[src/verilog/clock_time_pkg.sv]
// time base and field limits for the wall clock
// default dividers assume a 50 MHz clk
// fields are plain binary, split into BCD digits only at the display

package clock_time_pkg;

	// ------------------------------
	// divider counts
	// ------------------------------
	localparam int unsigned DIV_W = 32;

	typedef logic [DIV_W-1:0] div_cnt_t;

	localparam div_cnt_t DEF_SEC_DIV   = 32'd50_000_000;	// 1 Hz
	localparam div_cnt_t DEF_SCAN_DIV  = 32'd5_000;	// 10 kHz digit scan
	localparam div_cnt_t DEF_BLINK_DIV = 32'd12_500_000;	// 4 Hz blink phase toggle
	localparam div_cnt_t DEF_DEB_DIV   = 32'd500_000;	// 100 Hz key sampling
	localparam div_cnt_t DEF_TONE_DIV  = 32'd28_409;	// buzzer half period, ~880 Hz

	// ------------------------------
	// time fields
	// ------------------------------
	typedef logic [5:0] time_field_t;

	localparam time_field_t SEC_MAX  = 6'd59;
	localparam time_field_t MIN_MAX  = 6'd59;
	localparam time_field_t HOUR_MAX = 6'd23;	// 24 h format only

	typedef struct packed {
		time_field_t hour;
		time_field_t min;
		time_field_t sec;
	} hms_time_t;

endpackage

[src/verilog/clock_ui_pkg.sv]
// user side types: modes, field select, keys and the LED display
// segments and keys are active high, digit enables active low

package clock_ui_pkg;

	// ------------------------------
	// modes and field select
	// ------------------------------
	typedef enum logic [1:0] {
		MODE_CLOCK = 2'd0,
		MODE_SETUP = 2'd1,
		MODE_ALARM = 2'd2
	} mode_t;

	typedef enum logic [1:0] {
		POS_SEC  = 2'd0,
		POS_MIN  = 2'd1,
		POS_HOUR = 2'd2
	} pos_t;

	typedef struct packed {
		logic mode;	// cycle clock / setup / alarm
		logic pos;	// cycle selected field
		logic adj;	// step selected field
		logic alarm;	// toggle alarm enable
	} key_bus_t;

	typedef struct packed {
		logic sec;
		logic min;
		logic hour;
	} step_t;

	// ------------------------------
	// display
	// ------------------------------
	localparam int unsigned NUM_DIGITS = 6;

	typedef logic [6:0]            seg_t;	// {a,b,c,d,e,f,g}
	typedef logic [NUM_DIGITS-1:0] digit_en_t;	// bit 0 is seconds units

endpackage

[src/verilog/alarm_unit.sv]
// alarm latch and single tone buzzer
// latch sets on an exact hh:mm:ss match and holds until enable drops
// o_buzz is a square wave at clk / (2 * TONE_DIV)

`timescale 1ns/1ps

module alarm_unit #(
	parameter clock_time_pkg::div_cnt_t TONE_DIV = clock_time_pkg::DEF_TONE_DIV
) (
	input  logic                      clk,
	input  logic                      rst_n,
	input  clock_time_pkg::hms_time_t i_cur_time,
	input  clock_time_pkg::hms_time_t i_alarm_time,
	input  logic                      i_alarm_en,
	output logic                      o_alarm,
	output logic                      o_buzz
);
	import clock_time_pkg::*;

	logic tone_tick;
	logic buzz_q;

	tick_gen #(.DIV(TONE_DIV)) tone_gen_inst (
		.clk    (clk),
		.rst_n  (rst_n),
		.o_tick (tone_tick)
	);

	always_ff @(posedge clk or negedge rst_n) begin
		if (!rst_n) begin
			o_alarm <= 1'b0;
			buzz_q  <= 1'b0;
		end else begin
			o_alarm <= i_alarm_en && (o_alarm || i_cur_time == i_alarm_time);
			if (!o_alarm)
				buzz_q <= 1'b0;
			else if (tone_tick)
				buzz_q <= ~buzz_q;
		end
	end

	assign o_buzz = buzz_q & o_alarm;	// silent the moment the latch clears

endmodule

[src/verilog/digital_clock.sv]
// top of the alarm clock, single clk domain, all rates are enable strobes
// divider parameters default to 50 MHz values and may be shortened
// i_keys are raw asynchronous levels, active high

`timescale 1ns/1ps

module digital_clock #(
	parameter clock_time_pkg::div_cnt_t SEC_DIV   = clock_time_pkg::DEF_SEC_DIV,
	parameter clock_time_pkg::div_cnt_t SCAN_DIV  = clock_time_pkg::DEF_SCAN_DIV,
	parameter clock_time_pkg::div_cnt_t BLINK_DIV = clock_time_pkg::DEF_BLINK_DIV,
	parameter clock_time_pkg::div_cnt_t DEB_DIV   = clock_time_pkg::DEF_DEB_DIV,
	parameter clock_time_pkg::div_cnt_t TONE_DIV  = clock_time_pkg::DEF_TONE_DIV
) (
	input  logic                    clk,
	input  logic                    rst_n,
	input  clock_ui_pkg::key_bus_t  i_keys,
	output clock_ui_pkg::seg_t      o_seg,
	output logic                    o_seg_dp,
	output clock_ui_pkg::digit_en_t o_seg_enb,
	output logic                    o_alarm,
	output logic                    o_buzz
);
	import clock_time_pkg::*;
	import clock_ui_pkg::*;

	logic      sec_tick, scan_tick, blink_tick, deb_tick;
	key_bus_t  presses;
	mode_t     mode;
	pos_t      pos;
	logic      alarm_en, time_run;
	step_t     time_step, alarm_step;
	hms_time_t cur_time, alarm_time, show_time;

	// ------------------------------
	// rate strobes
	// ------------------------------
	tick_gen #(.DIV(SEC_DIV))   sec_tick_inst   (.clk(clk), .rst_n(rst_n), .o_tick(sec_tick));
	tick_gen #(.DIV(SCAN_DIV))  scan_tick_inst  (.clk(clk), .rst_n(rst_n), .o_tick(scan_tick));
	tick_gen #(.DIV(BLINK_DIV)) blink_tick_inst (.clk(clk), .rst_n(rst_n), .o_tick(blink_tick));
	tick_gen #(.DIV(DEB_DIV))   deb_tick_inst   (.clk(clk), .rst_n(rst_n), .o_tick(deb_tick));

	key_debounce key_debounce_inst (
		.clk      (clk),
		.rst_n    (rst_n),
		.i_keys   (i_keys),
		.i_sample (deb_tick),
		.o_press  (presses)
	);

	mode_ctrl mode_ctrl_inst (
		.clk          (clk),
		.rst_n        (rst_n),
		.i_press      (presses),
		.i_sec_tick   (sec_tick),
		.i_cur_time   (cur_time),
		.i_alarm_time (alarm_time),
		.o_mode       (mode),
		.o_pos        (pos),
		.o_alarm_en   (alarm_en),
		.o_time_run   (time_run),
		.o_time_step  (time_step),
		.o_alarm_step (alarm_step),
		.o_show_time  (show_time)
	);

	// ------------------------------
	// time and alarm registers
	// ------------------------------
	hms_counter time_cnt_inst (
		.clk    (clk),
		.rst_n  (rst_n),
		.i_run  (time_run),
		.i_step (time_step),
		.o_time (cur_time)
	);

	hms_counter alarm_cnt_inst (
		.clk    (clk),
		.rst_n  (rst_n),
		.i_run  (1'b0),	// alarm setting never runs
		.i_step (alarm_step),
		.o_time (alarm_time)
	);

	alarm_unit #(.TONE_DIV(TONE_DIV)) alarm_unit_inst (
		.clk          (clk),
		.rst_n        (rst_n),
		.i_cur_time   (cur_time),
		.i_alarm_time (alarm_time),
		.i_alarm_en   (alarm_en),
		.o_alarm      (o_alarm),
		.o_buzz       (o_buzz)
	);

	seg_display seg_display_inst (
		.clk          (clk),
		.rst_n        (rst_n),
		.i_scan_tick  (scan_tick),
		.i_blink_tick (blink_tick),
		.i_show_time  (show_time),
		.i_mode       (mode),
		.i_pos        (pos),
		.o_seg        (o_seg),
		.o_seg_dp     (o_seg_dp),
		.o_seg_enb    (o_seg_enb)
	);

endmodule

[src/verilog/hms_counter.sv]
// hh:mm:ss counter, used for both the time and the alarm setting
// i_run advances seconds with carry into min and hour
// a step bit bumps only its own field, wraps, and carries nothing

`timescale 1ns/1ps

module hms_counter (
	input  logic                      clk,
	input  logic                      rst_n,
	input  logic                      i_run,
	input  clock_ui_pkg::step_t       i_step,
	output clock_time_pkg::hms_time_t o_time
);
	import clock_time_pkg::*;
	import clock_ui_pkg::*;

	hms_time_t time_q;

	function automatic time_field_t wrap_inc(time_field_t v, time_field_t lim);
		return (v == lim) ? '0 : v + 1'b1;
	endfunction

	always_ff @(posedge clk or negedge rst_n) begin
		if (!rst_n) begin
			time_q <= '0;
		end else if (i_run) begin
			time_q.sec <= wrap_inc(time_q.sec, SEC_MAX);
			if (time_q.sec == SEC_MAX) begin	// carry into minutes
				time_q.min <= wrap_inc(time_q.min, MIN_MAX);
				if (time_q.min == MIN_MAX)
					time_q.hour <= wrap_inc(time_q.hour, HOUR_MAX);
			end
		end else begin
			// manual stepping
			if (i_step.sec)
				time_q.sec <= wrap_inc(time_q.sec, SEC_MAX);
			if (i_step.min)
				time_q.min <= wrap_inc(time_q.min, MIN_MAX);
			if (i_step.hour)
				time_q.hour <= wrap_inc(time_q.hour, HOUR_MAX);
		end
	end

	assign o_time = time_q;

	a_in_range: assert property (@(posedge clk) disable iff (!rst_n)
		o_time.sec <= SEC_MAX && o_time.min <= MIN_MAX && o_time.hour <= HOUR_MAX);

endmodule

[src/verilog/key_debounce.sv]
// debounce for the four keys, sampled on i_sample strobes
// a key must read high on two samples in a row to count
// o_press gives one pulse per press, never a repeat while held

`timescale 1ns/1ps

module key_debounce (
	input  logic                   clk,
	input  logic                   rst_n,
	input  clock_ui_pkg::key_bus_t i_keys,
	input  logic                   i_sample,
	output clock_ui_pkg::key_bus_t o_press
);
	import clock_ui_pkg::*;

	key_bus_t sync1_q, sync2_q;	// metastability guard
	key_bus_t samp0_q, samp1_q;	// latest and previous sample
	key_bus_t level_q;	// filtered key level

	always_ff @(posedge clk or negedge rst_n) begin
		if (!rst_n) begin
			sync1_q <= '0;
			sync2_q <= '0;
			samp0_q <= '0;
			samp1_q <= '0;
			level_q <= '0;
			o_press <= '0;
		end else begin
			sync1_q <= i_keys;
			sync2_q <= sync1_q;
			if (i_sample) begin
				samp0_q <= sync2_q;
				samp1_q <= samp0_q;
			end
			// set on two highs, clear on two lows, else hold
			level_q <= (samp0_q & samp1_q) | (level_q & (samp0_q | samp1_q));
			o_press <= samp0_q & samp1_q & ~level_q;	// rising edge of level
		end
	end

	a_press_single: assert property (@(posedge clk) disable iff (!rst_n)
		(o_press & $past(o_press)) == '0);

endmodule

[src/verilog/mode_ctrl.sv]
// mode FSM, field select and alarm enable, all moved by key pulses
// adj pulses are routed to the time or alarm counter by mode
// time is frozen in setup mode, keeps running in alarm mode

`timescale 1ns/1ps

module mode_ctrl (
	input  logic                    clk,
	input  logic                    rst_n,
	input  clock_ui_pkg::key_bus_t  i_press,
	input  logic                    i_sec_tick,
	input  clock_time_pkg::hms_time_t i_cur_time,
	input  clock_time_pkg::hms_time_t i_alarm_time,
	output clock_ui_pkg::mode_t     o_mode,
	output clock_ui_pkg::pos_t      o_pos,
	output logic                    o_alarm_en,
	output logic                    o_time_run,
	output clock_ui_pkg::step_t     o_time_step,
	output clock_ui_pkg::step_t     o_alarm_step,
	output clock_time_pkg::hms_time_t o_show_time
);
	import clock_time_pkg::*;
	import clock_ui_pkg::*;

	mode_t mode_q;
	pos_t  pos_q;
	step_t sel_step;	// one bit for the selected field

	always_ff @(posedge clk or negedge rst_n) begin
		if (!rst_n) begin
			mode_q     <= MODE_CLOCK;
			pos_q      <= POS_SEC;
			o_alarm_en <= 1'b0;
		end else begin
			if (i_press.mode) begin
				case (mode_q)
					MODE_CLOCK: mode_q <= MODE_SETUP;
					MODE_SETUP: mode_q <= MODE_ALARM;
					default:    mode_q <= MODE_CLOCK;
				endcase
			end
			if (i_press.pos) begin
				case (pos_q)
					POS_SEC: pos_q <= POS_MIN;
					POS_MIN: pos_q <= POS_HOUR;
					default: pos_q <= POS_SEC;
				endcase
			end
			if (i_press.alarm)
				o_alarm_en <= ~o_alarm_en;
		end
	end

	// ------------------------------
	// step routing
	// ------------------------------
	always_comb begin
		sel_step      = '0;
		sel_step.sec  = (pos_q == POS_SEC);
		sel_step.min  = (pos_q == POS_MIN);
		sel_step.hour = (pos_q == POS_HOUR);
	end

	assign o_time_step  = (i_press.adj && mode_q == MODE_SETUP) ? sel_step : '0;
	assign o_alarm_step = (i_press.adj && mode_q == MODE_ALARM) ? sel_step : '0;
	assign o_time_run   = i_sec_tick && (mode_q != MODE_SETUP);
	assign o_show_time  = (mode_q == MODE_ALARM) ? i_alarm_time : i_cur_time;
	assign o_mode       = mode_q;
	assign o_pos        = pos_q;

	a_one_step: assert property (@(posedge clk) disable iff (!rst_n)
		$onehot0({o_time_step, o_alarm_step}));

endmodule

[src/verilog/seg_display.sv]
// six digit multiplexed LED driver, one digit lit per scan slot
// digit 0 is seconds units, digit 5 hour tens
// in setup and alarm modes the selected field blinks and carries the dp
// a blanked digit has all enables high for its slot

`timescale 1ns/1ps

module seg_display (
	input  logic                      clk,
	input  logic                      rst_n,
	input  logic                      i_scan_tick,
	input  logic                      i_blink_tick,
	input  clock_time_pkg::hms_time_t i_show_time,
	input  clock_ui_pkg::mode_t       i_mode,
	input  clock_ui_pkg::pos_t        i_pos,
	output clock_ui_pkg::seg_t        o_seg,
	output logic                      o_seg_dp,
	output clock_ui_pkg::digit_en_t   o_seg_enb
);
	import clock_time_pkg::*;
	import clock_ui_pkg::*;

	localparam int unsigned IDX_W = $clog2(NUM_DIGITS);

	typedef logic [IDX_W-1:0] idx_t;

	idx_t        idx_q, idx_nxt;
	logic        blink_on_q;	// high in the lit half of the blink
	time_field_t field;
	logic [3:0]  digit_val;
	logic        digit_sel, blank;

	function automatic seg_t seg_decode(logic [3:0] d);
		case (d)
			4'd0:    return 7'b111_1110;
			4'd1:    return 7'b011_0000;
			4'd2:    return 7'b110_1101;
			4'd3:    return 7'b111_1001;
			4'd4:    return 7'b011_0011;
			4'd5:    return 7'b101_1011;
			4'd6:    return 7'b101_1111;
			4'd7:    return 7'b111_0000;
			4'd8:    return 7'b111_1111;
			4'd9:    return 7'b111_0011;
			default: return 7'b000_0000;
		endcase
	endfunction

	// ------------------------------
	// next digit and its contents
	// ------------------------------
	always_comb begin
		idx_nxt = idx_q;
		if (i_scan_tick)
			idx_nxt = (idx_q == idx_t'(NUM_DIGITS - 1)) ? '0 : idx_q + 1'b1;
		case (idx_nxt[IDX_W-1:1])	// two digits per field
			2'd0:    field = i_show_time.sec;
			2'd1:    field = i_show_time.min;
			default: field = i_show_time.hour;
		endcase
		digit_val = idx_nxt[0] ? 4'(field / 6'd10) : 4'(field % 6'd10);
		digit_sel = (i_mode != MODE_CLOCK) && (idx_nxt[IDX_W-1:1] == i_pos);
		blank     = digit_sel && !blink_on_q;
	end

	always_ff @(posedge clk or negedge rst_n) begin
		if (!rst_n) begin
			idx_q      <= '0;
			blink_on_q <= 1'b1;
			o_seg      <= '0;
			o_seg_dp   <= 1'b0;
			o_seg_enb  <= ~digit_en_t'(1);	// digit 0
		end else begin
			idx_q <= idx_nxt;
			if (i_blink_tick)
				blink_on_q <= ~blink_on_q;
			o_seg     <= blank ? '0 : seg_decode(digit_val);
			o_seg_dp  <= digit_sel && !blank && !idx_nxt[0];	// units digit only
			o_seg_enb <= blank ? '1 : ~(digit_en_t'(1) << idx_nxt);
		end
	end

endmodule

[src/verilog/tick_gen.sv]
// one-cycle enable strobe every DIV clk cycles
// first strobe lands DIV cycles after reset release

`timescale 1ns/1ps

module tick_gen #(
	parameter clock_time_pkg::div_cnt_t DIV = 2
) (
	input  logic clk,
	input  logic rst_n,
	output logic o_tick
);
	import clock_time_pkg::*;

	div_cnt_t cnt_q;

	always_ff @(posedge clk or negedge rst_n) begin
		if (!rst_n) begin
			cnt_q  <= '0;
			o_tick <= 1'b0;
		end else begin
			o_tick <= (cnt_q == DIV - 1'b1);
			cnt_q  <= (cnt_q == DIV - 1'b1) ? '0 : cnt_q + 1'b1;	// wrap at DIV-1
		end
	end

	a_div_min: assert property (@(posedge clk) disable iff (!rst_n) DIV >= 2);

endmodule
[config.mk]
export PLATFORM = sky130hd
export DESIGN_NAME = digital_clock
export DESIGN_NICKNAME = d
export VERILOG_FILES = /design/src/verilog/clock_time_pkg.sv /design/src/verilog/clock_ui_pkg.sv /design/src/verilog/alarm_unit.sv /design/src/verilog/digital_clock.sv /design/src/verilog/hms_counter.sv /design/src/verilog/key_debounce.sv /design/src/verilog/mode_ctrl.sv /design/src/verilog/seg_display.sv /design/src/verilog/tick_gen.sv
export SDC_FILE = /design/constraint.sdc
export NUM_CORES = 1
export LEC_CHECK = 0
export BUFFER_PORTS_ARGS = -buffer_cell sky130_fd_sc_hd__buf_4
export CORE_MARGIN = 2
export CORE_UTILIZATION = 60
export CTS_BUF_LIST = sky130_fd_sc_hd__clkbuf_4 sky130_fd_sc_hd__clkbuf_8 sky130_fd_sc_hd__clkbuf_16
export DETAILED_ROUTE_END_ITERATION = 8
export PLACE_DENSITY = 0.77
export SYNTH_ARGS = -nofsm -noshare
export SYNTH_HDL_FRONTEND = slang
export SYNTH_SLANG_ARGS = --single-unit
[constraint.sdc]
create_clock -name clk -period 3.85 [get_ports clk]
set_input_delay 0.77 -clock clk [delete_from_list [all_inputs] [get_ports clk]]
set_output_delay 0.77 -clock clk [all_outputs]
set_load 0.01 [all_outputs]
==> impl_metrics.ini, run 1 <==
[outcome]
status = complete, no violations

[cts]
post_cts_buffers = 0
clockRootBuffer = clkbuf_16
cts_made_buffers = 27
cts_buffer_depth = 3
clkTransAtPathRegs_ns = 0.06
clock_latency_ns = 0.54
htreeDepth = 1
clock_sinks = 250
cts_tree = done

[layout]
fillerInstances = 1505
synthToLayoutAreaGrowth_pct = 12.5
n_antenna_cell = 0
drive_gt1_share_pct = 11.4
utilization_pct = 68.4
final_cells = 1521
nets = 1258

[synth]
synth.distinct_cells = 81
yosysWarningCount = 0
synth.net_count = 1217
syn_avg_cell_area_um2 = 10.3
synth_seq_area_share_pct = 51.1
ys_ff_latch = 250
synth.most_common_cell = dfrtp_1
synth.area.top_cells = dfrtp_1 50%, xnor2_1 6.8%, xor2_1 6.1%
synth-edff-count = 0
async_flop_share_pct = 100
syn_inst = 1193
synth_top_area_cell = dfrtp_1
synthFlopType = dfrtp_1
synthTopCellsByCount = 244 x dfrtp_1, 128 x nor2_1, 112 x nand2_1
syn-cell-area_um2 = 12300
yosysTopAreaCellShare_pct = 49.8

[critical_path]
cp_data_arrival_time_ns = 4.05
cp_cell_sequence = a21bo_1 > and2_1 > mux4_2 > o21ai_4 > o21ai_0 > a221oi_1 > ha_1 > inv_1 > nand4_1 > mux2_4 > or3b_4 > a21oi_1
crit_required_ns = 4.30
ff2ff_setup_slack_ns = 0.25
critPathMaxFanout = 16
reg2reg_depth = 12
start_kind = flop
r2r_end = seg_display_inst.o_seg[6]
critPathCaptureType = flop
cp_slowest_cell = dfrtp_2
critPathKind = flop to flop
crit-reg2reg-launch = seg_display_inst.idx_q[1]
critPathMaxStageDelay_ns = 0.51

[drt]
top_layer = met4
ant_nets = 0
drtPass1Iterations = 5
routed_wirelength_um = 24200
drc = 0
met1_length_um = 11000
drt_iter0_drc = 521
wl_met2_um = 11500
routed_via_density = 5.78
vias = 8786
wl_per_cell_um = 15.9
route.met3.wl_um = 1060

[place]
dp.cells = 1475
dp_slack_ns = 0.188
gp_congestion = 0.943
io_buffers = 21
dp_hpwl_um = 16300

[die]
initial_core_util_pct = 60.8
die-area_um2 = 21600
coreArea_um2 = 20200
io_pins = 22
fp-row-count = 52
die_w_um = 147
die_y_um = 147

[global_route]
grt_max_degree = 108
overflow = 0
antenna_found_initial = 0
first_global_vias = 8748
grt_usage_pct = 23.3
grt_pass1_wl_um = 42100

[flow_run]
drv_cap = 0

[timing]
layout_setup_ws_ns = 0.249
hold_viol = 0
max_freq_mhz = 278
setup_viol = 0
finalCriticalPeriod_ns = 3.60
maxSlewHeadroom_pct = 42.2
finalMaxSlewViolations = 0
fin_skew_ns = 0.0131
rsz0062_at_grt = no
worst_pin_slew_ns = 0.860
finalCritPeriodShare_pct = 93.5
setup_tns_ns = 0

[power_and_ir_drop]
p_total_w = 0.00547
leakage_nw = 6.32
ir_drop_v = 0.000403
powerDensity_nw_per_um2 = 396

[min_path]
hp-class = input pin to async pin
[cell families after synthesis]
| family | after synthesis | synth area share [%] |
|---|---|---|
| flip-flops | 250 | 51.1 |
| XOR/XNOR | 181 | 12.9 |
| AND/OR/NAND/NOR | 522 | 21.4 |
| AO/OA/AOI/OAI | 135 | 7.90 |
| adder cells (fa/ha/maj) | 22 | 2.16 |
| multiplexers | 26 | 2.53 |
| buffers and inverters | 57 | 2.06 |
[area by class of cell]
type,count,area (µm²),share of cell area (%)
clock buffers,34,766,5.55
clock inverters,12,206,1.50
inverters,25,93.8,0.680
multi-input cells,886,5780,41.9
flip-flops and latches,250,6270,45.4
well taps,270,338,2.45
repair buffers,44,350,2.54
[through the flow]
| step | hold slack, ns | instance area [µm²] |
|---|---|---|
| after floorplan | 0.331 | 12300 |
| after global placement | 0.333 | 12800 |
| after detailed placement | 0.335 | 12800 |
| after CTS | 0.308 | 13800 |
| after global routing | 0.313 | 13800 |
| final | 0.286 | 13800 |
[sequential cells by signal, summed over array words and instances (netlist names), 2 cells and up]
name and flops:
key_debounce_inst.o_press 4, blink_tick_inst.cnt_q 32, deb_tick_inst.cnt_q 32, scan_tick_inst.cnt_q 32, seg_display_inst.o_seg_enb 6, mode_ctrl_inst.o_mode 2
key_debounce_inst.sync2_q 4, mode_ctrl_inst.o_pos 2, alarm_unit_inst.tone_gen_inst.cnt_q 32, time_cnt_inst.o_time 18, sec_tick_inst.cnt_q 32, seg_display_inst.idx_q 3
key_debounce_inst.level_q 4, key_debounce_inst.sync1_q 4, seg_display_inst.o_seg 7, key_debounce_inst.samp1_q 4, key_debounce_inst.samp0_q 4, alarm_cnt_inst.o_time 18
[placed cells by master, fill, tap and decap left out, drive strengths merged, types with 18 or more instances in the layout]
cell type  netlist  routed
xor2            86      86
nor2           129     129
clkbuf          21      34
dfrtp          244     244
and3            34      34
a21oi           26      26
buf             11      44
nor3            24      24
nand4           38      38
xnor2           95      95
nand3           89      89
nand2          114     114
nor4            27      27
ha              18      18
o21ai           43      43
inv             24      25
[critical path: cells and delay by family, from the launching register on]
| family | cells | cell delay (ns) |
|---|---|---|
| AOI/OAI and AO/OA | 5 | 1.06 |
| adders and majority gates | 1 | 0.29 |
| buffers and inverters | 1 | 0.10 |
| DFF | 1 | 0.51 |
| muxes | 2 | 0.78 |
| and+or+nand+nor | 3 | 0.79 |
[worst max-delay path by stage]
| stage | slack [ns] | start | cells after the start | end |
|---|---|---|---|---|
| 2_1_floorplan | 0.52 | scan_tick_inst.o_tick | 15 | seg_display_inst.o_seg[1] |
| 3_3_place_gp | 0.34 | seg_display_inst.idx_q[2] | 13 | seg_display_inst.o_seg[1] |
| 3_5_place_dp | 0.19 | scan_tick_inst.o_tick | 14 | seg_display_inst.o_seg[6] |
| 4_1_cts | 0.18 | scan_tick_inst.o_tick | 14 | seg_display_inst.o_seg[6] |
| 5_1_grt | 0.05 | seg_display_inst.idx_q[2] | 13 | seg_display_inst.o_seg[4] |
| 6_report | 0.25 | seg_display_inst.idx_q[1] | 12 | seg_display_inst.o_seg[6] |
[per-layer routing]
layer	global-route usage [%]	vias up
li1	-	4272
met1	32.9	4274
met2	37.8	184
met4	6.83	0
met5	0	-
met3	3.60	56
[what timing repair did]
action | 4_1_cts | 5_1_grt
setup endpoints to repair | 0 | 5
gates resized for setup | 0 | 5
hold buffers | 0 | 0
endpoints found under the hold margin | 0 | 0
[power by group]
group	switching, W	internal (W)
Clock	0.00104	0.00174
Combinational	0.0000505	0.00000804
Sequential	0.000000872	0.00263
Total	0.00109	0.00438
No activity file was read; power rests on OpenSTA's default activity.
==> inputs of run 2 (changes only) <==
--- a/config.mk
+++ b/config.mk
@@ -6,11 +6,13 @@
 export NUM_CORES = 1
 export LEC_CHECK = 0
 export BUFFER_PORTS_ARGS = -buffer_cell sky130_fd_sc_hd__buf_4
+export CELL_PAD_IN_SITES_DETAIL_PLACEMENT = 0
+export CELL_PAD_IN_SITES_GLOBAL_PLACEMENT = 2
 export CORE_MARGIN = 2
-export CORE_UTILIZATION = 60
+export CORE_UTILIZATION = 42
 export CTS_BUF_LIST = sky130_fd_sc_hd__clkbuf_4 sky130_fd_sc_hd__clkbuf_8 sky130_fd_sc_hd__clkbuf_16
 export DETAILED_ROUTE_END_ITERATION = 8
-export PLACE_DENSITY = 0.77
+export PLACE_DENSITY_LB_ADDON = 0.1
 export SYNTH_ARGS = -nofsm -noshare
 export SYNTH_HDL_FRONTEND = slang
 export SYNTH_SLANG_ARGS = --single-unit
==> impl_metrics.ini, run 2 (synthesis results as in run 1) <==
[outcome]
status = complete, no violations

[timing]
fin_skew_ns = 0.0153
max_freq_mhz = 281
finalCriticalPeriod_ns = 3.56
worst_pin_slew_ns = 0.858
rsz0062_at_grt = no
finalCritPeriodShare_pct = 92.6
maxSlewHeadroom_pct = 42.3
hold_viol = 0
finalMaxSlewViolations = 0
holdWs_ns = 0.209
setup_tns_ns = 0
setup_viol = 0

[drt]
vias = 8539
drc = 0
routed_via_density = 5.19
wl_met2_um = 11800
drtPass1Iterations = 4
drt_iter0_drc = 540
met1_length_um = 12800
routed_wirelength_um = 25800
top_layer = met4
wl_per_cell_um = 15.7
route.met3.wl_um = 606
ant_nets = 0

[cts]
clock_latency_ns = 0.55
cts_made_buffers = 29
cts_tree = done
clock_sinks = 250
clockRootBuffer = clkbuf_16
cts_buffer_depth = 3
hold_buffers = 0
clkTransAtPathRegs_ns = 0.06
htreeDepth = 1

[die]
io_pins = 22
die_y_um = 175
initial_core_util_pct = 42.7
coreArea_um2 = 28700
fp-row-count = 62
die_w_um = 175
die-area_um2 = 30600

[layout]
final_common_cell = dfrtp_1
n_antenna_cell = 0
mostFrequentLayoutCells = 243 x dfrtp_1, 128 x nor2_1, 112 x nand2_1, 95 x xnor2_1, 89 x nand3_1
final_area_um2 = 14000
drive_gt1_share_pct = 11.9
nets = 1265
synthToLayoutAreaGrowth_pct = 13.8

[critical_path]
critPathKind = flop to flop
crit-reg2reg-launch = seg_display_inst.idx_q[0]
cp_data_arrival_time_ns = 4.03
start_kind = flop
crit_required_ns = 4.31
r2r_end = seg_display_inst.o_seg[1]
crit_start = seg_display_inst.idx_q[0]
critPathMaxFanout = 8
ff2ff_setup_slack_ns = 0.29
reg2reg_depth = 13
critPathCaptureType = flop
crit_path_end = seg_display_inst.o_seg[1]

[global_route]
grt_max_degree = 94
grt_pass1_wl_um = 44500
antenna_found_initial = 0
overflow = 0
first_global_vias = 8532
grt_usage_pct = 17.6

[power_and_ir_drop]
ir_drop_v = 0.000363
powerDensity_nw_per_um2 = 386
p_total_w = 0.00539
leakage_nw = 6.35

[min_path]
hp-class = input pin to async pin

[place]
gp_congestion = 0.843
io_buffers = 21
dp_hpwl_um = 18200
postPlaceCellArea_um2 = 13000

[flow_run]
drv_cap = 0
run 2: cell types whose count changed in the layout (fill, tap and decap cells not counted), sizes merged:
cell    delta
buf        +5
bufinv     -3
clkbuf     +3
clkinv     +4
inv        +1
run 2: worst max-delay path, cell delays in order, from the launching register on:
cell,delay [ns]
dfrtp_1,0.47
buf_4,0.21
a21bo_1,0.15
and2_1,0.29
mux4_2,0.43
o21a_2,0.29
nor2_4,0.18
a221oi_1,0.11
ha_1,0.20
inv_1,0.09
nand4_1,0.14
mux2_4,0.38
or3b_4,0.39
a21oi_1,0.15
run 2: timing repair:
item / CTS / global route
buffers inserted: 0 / 0
endpoints found under the hold margin: 0 / 0
gates resized for setup: 0 / 5
endpoints found under the setup margin: 0 / 7
run 2: how the worst min path moves through the flow:
stage                                      start                                endpoint  slack, ns
floorplan           key_debounce_inst.sync1_q[0]            key_debounce_inst.sync2_q[0]       0.33
global placement    key_debounce_inst.sync1_q[1]            key_debounce_inst.sync2_q[1]       0.34
detailed placement  key_debounce_inst.sync1_q[1]            key_debounce_inst.sync2_q[1]       0.33
CTS                                        rst_n  alarm_unit_inst.tone_gen_inst.cnt_q[6]       0.27
global route                               rst_n  alarm_unit_inst.tone_gen_inst.cnt_q[6]       0.30
finish                                     rst_n  alarm_unit_inst.tone_gen_inst.cnt_q[6]       0.21
run 2: stage by stage:
step	utilization (%)	setup slack [ns]	instances
after global placement	45.3	0.266	1594
after CTS	48.6	0.166	1645
after detailed placement	45.3	0.203	1594
final	48.6	0.286	1645
after global routing	48.6	0.000689	1645
after floorplan	-	0.524	1193
run 2: area by class of cell:
| class | count | area, µm² |
|---|---|---|
| clock buffers | 37 | 805 |
| clock inverters | 14 | 138 |
| fillers | 2732 | 14700 |
| inverters | 25 | 93.8 |
| multi-input cells | 886 | 5780 |
| flip-flops and latches | 250 | 6260 |
| well taps | 384 | 480 |
| repair buffers | 49 | 400 |
run 2: metal layers:
layer / vias up / global-route usage, %
li1: 4296 / -
met1: 4139 / 25.2
met2: 68 / 28.5
met3: 36 / 2.22
met4: 0 / 4.48
met5: - / 0
run 2: power by group:
| group | switching (W) | internal [W] |
|---|---|---|
| Sequential | 0.000000982 | 0.00263 |
| Clock | 0.00108 | 0.00161 |
| Combinational | 0.0000521 | 0.0000101 |
| Total | 0.00114 | 0.00425 |
==> inputs of run 3 (changes only) <==
--- a/config.mk
+++ b/config.mk
@@ -5,11 +5,12 @@
 export SDC_FILE = /design/constraint.sdc
 export NUM_CORES = 1
 export LEC_CHECK = 0
+export ABC_AREA = 1
 export BUFFER_PORTS_ARGS = -buffer_cell sky130_fd_sc_hd__buf_4
 export CELL_PAD_IN_SITES_DETAIL_PLACEMENT = 0
 export CELL_PAD_IN_SITES_GLOBAL_PLACEMENT = 2
-export CORE_MARGIN = 2
-export CORE_UTILIZATION = 42
+export CORE_MARGIN = 1
+export CORE_UTILIZATION = 39
 export CTS_BUF_LIST = sky130_fd_sc_hd__clkbuf_4 sky130_fd_sc_hd__clkbuf_8 sky130_fd_sc_hd__clkbuf_16
 export DETAILED_ROUTE_END_ITERATION = 8
 export PLACE_DENSITY_LB_ADDON = 0.1
==> impl_metrics.ini, run 3 <==
[outcome]
status = complete, no violations

[timing]
worst_pin_slew_ns = 1.11
setup_viol = 0
rsz0062_at_grt = no
finalMaxSlewViolations = 0
setup_tns_ns = 0
fin_skew_ns = 0.0116
finalCritPeriodShare_pct = 78.7
max_freq_mhz = 330
maxSlewHeadroom_pct = 25.6
finalCriticalPeriod_ns = 3.03
hold_viol = 0

[critical_path]
cp_data_arrival_time_ns = 3.53
crit_top_cell = nand2_1
cp_slowest_cell = dfrtp_1
crit_required_ns = 4.35
start_kind = flop
critPathKind = flop to flop
ff2ff_setup_slack_ns = 0.82
critPathMaxFanout = 26
cp_cell_sequence = nand2_4 > inv_1 > nand2_1 > nand2_1 > nand2_1 > nand3_2 > nand3_2 > nand2_1 > nand2_1 > nand2_1 > nand2_1 > nand2_2 > inv_2 > nand2_4 > nand2_4 > a21boi_1 > inv_1 > ha_1 > inv_1 > nand3_1 > nand2_1 > nor2_1 > nor2_2
critPathCaptureType = flop
critPathMaxStageDelay_ns = 0.54
crit-reg2reg-launch = mode_ctrl_inst.o_mode[1]
reg2reg_depth = 23
r2r_end = seg_display_inst.o_seg[1]

[drt]
routed_via_density = 4.95
top_layer = met4
route.met3.wl_um = 876
met1_length_um = 15900
wl_met2_um = 14500
routed_wirelength_um = 31900
drt_iter0_drc = 519
drc = 0
drtPass1Iterations = 5
ant_nets = 0
vias = 10902
wl_per_cell_um = 14.5

[cts]
cts_resized = 0
cts_made_buffers = 31
clock_sinks = 250
htreeDepth = 1
clockRootBuffer = clkbuf_16
cts_tree = done
cts_buffer_depth = 3
clkTransAtPathRegs_ns = 0.06
clock_latency_ns = 0.57
post_cts_buffers = 0
hold_buffers = 0

[place]
dp_hpwl_um = 23600
gp_congestion = 0.841
io_buffers = 21

[synth]
async_flop_share_pct = 100
syn-cell-area_um2 = 13500
yosysTopAreaCellShare_pct = 45.1
synth.most_common_cell = inv_1
syn_avg_cell_area_um2 = 8.07
synth.area.top_cells = dfrtp_1 45%, inv_1 8.0%, nand2_1 7.5%
synth_top_area_cell = dfrtp_1
synth.net_count = 1702
synthTopCellsByCount = 288 x inv_1, 269 x nand2_1, 244 x dfrtp_1
synth.distinct_cells = 54
ys_ff_latch = 250
synth-edff-count = 0
yosysWarningCount = 0
synthFlopType = dfrtp_1
syn_inst = 1678
synth_seq_area_share_pct = 46.2

[die]
die_w_um = 188
io_pins = 22
coreArea_um2 = 33900
die-area_um2 = 35500
fp-row-count = 67
initial_core_util_pct = 40.0
die_y_um = 188

[layout]
synthToLayoutAreaGrowth_pct = 14.0
nets = 1754
utilization_pct = 45.6
n_antenna_cell = 0
final_common_cell = inv_1
mostFrequentLayoutCells = 288 x inv_1, 269 x nand2_1, 244 x dfrtp_1, 189 x nor2_1, 97 x nand3_1
drive_gt1_share_pct = 10.5

[global_route]
antenna_found_initial = 0
grt_pass1_wl_um = 55000
grt_max_degree = 85
grt_usage_pct = 18.7
overflow = 0
first_global_vias = 10921

[flow_run]
drv_cap = 0

[min_path]
hp-class = input pin to async pin

[power_and_ir_drop]
powerDensity_nw_per_um2 = 380
ir_drop_v = 0.000318
p_total_w = 0.00587
leakage_nw = 7.39
run 3: cell types whose count changed after synthesis, sizes merged, moves of 14 or more:
| cell | before | now |
|---|---|---|
| nor4 | 27 | 58 |
| nand4 | 38 | 67 |
| inv | 24 | 296 |
| nor3 | 24 | 88 |
| xnor2 | 95 | 19 |
| mux2 | 17 | 1 |
| o21ai | 43 | 79 |
| a21oi | 26 | 48 |
| nand2 | 114 | 296 |
| nand3 | 89 | 109 |
| clkbuf | 21 | 7 |
| xor2 | 86 | 61 |
| and3 | 34 | 3 |
| nor2 | 129 | 211 |
run 3: cell families after synthesis:
kind of cell,share of synthesized area [%]
compound gates,7.61
xor+xnor,5.17
fa+ha+maj,1.66
buf+inv,8.82
flops,46.2
mux,0.0831
simple gates,30.4
run 3: critical path, delay by kind of cell, from the launching register on:
family / cells / cell delay [ns]
simple gates: 17 / 1.43
flops: 1 / 0.54
buf+inv: 4 / 0.41
compound gates: 1 / 0.32
fa+ha+maj: 1 / 0.22
run 3: worst max path at each step:
stage                                         from                   endpoint  slack [ns]  cells after the start
after floorplan              scan_tick_inst.o_tick  seg_display_inst.o_seg[1]        1.26                     25
after global placement    mode_ctrl_inst.o_mode[1]  seg_display_inst.o_seg[1]        0.95                     24
after detailed placement  mode_ctrl_inst.o_mode[1]  seg_display_inst.o_seg[1]        0.84                     24
after CTS                 mode_ctrl_inst.o_mode[1]  seg_display_inst.o_seg[1]        0.83                     24
after global routing      mode_ctrl_inst.o_mode[1]  seg_display_inst.o_seg[1]        0.42                     23
final                     mode_ctrl_inst.o_mode[1]  seg_display_inst.o_seg[1]        0.82                     23
run 3: power by group:
part	internal [W]	switching (W)	leakage (nW)
logic	0.00000942	0.0000521	3.48
registers	0.00263	0.00000244	3.35
clock network	0.00202	0.00116	0.557
run 3: metal layers:
metal / up-vias / track usage [%]
met1: 5116 / 26.5
met4: 0 / 4.13
met2: 116 / 30.5
li1: 5632 / -
met5: - / 0
met3: 38 / 2.48
run 3: final cells by class:
cell class | instances | area [µm²]
inverter | 298 | 1120
clock buffer | 41 | 888
timing repair buffer | 30 | 258
multi-input combinational | 1119 | 6090
fill | 3412 | 18400
sequential | 250 | 6260
clock inverter | 16 | 249
tap | 448 | 561
run 3: stage by stage:
stage          hold slack (ns)  cell area (µm²)  setup WS (ns)  cells
6_report                 0.180            15400          0.820   2202
4_1_cts                  0.184            15400          0.825   2202
3_3_place_gp             0.335            14300          0.951   2145
2_1_floorplan            0.331            13500           1.26   1678
5_1_grt                  0.219            15400          0.422   2202
3_5_place_dp             0.336            14300          0.845   2145
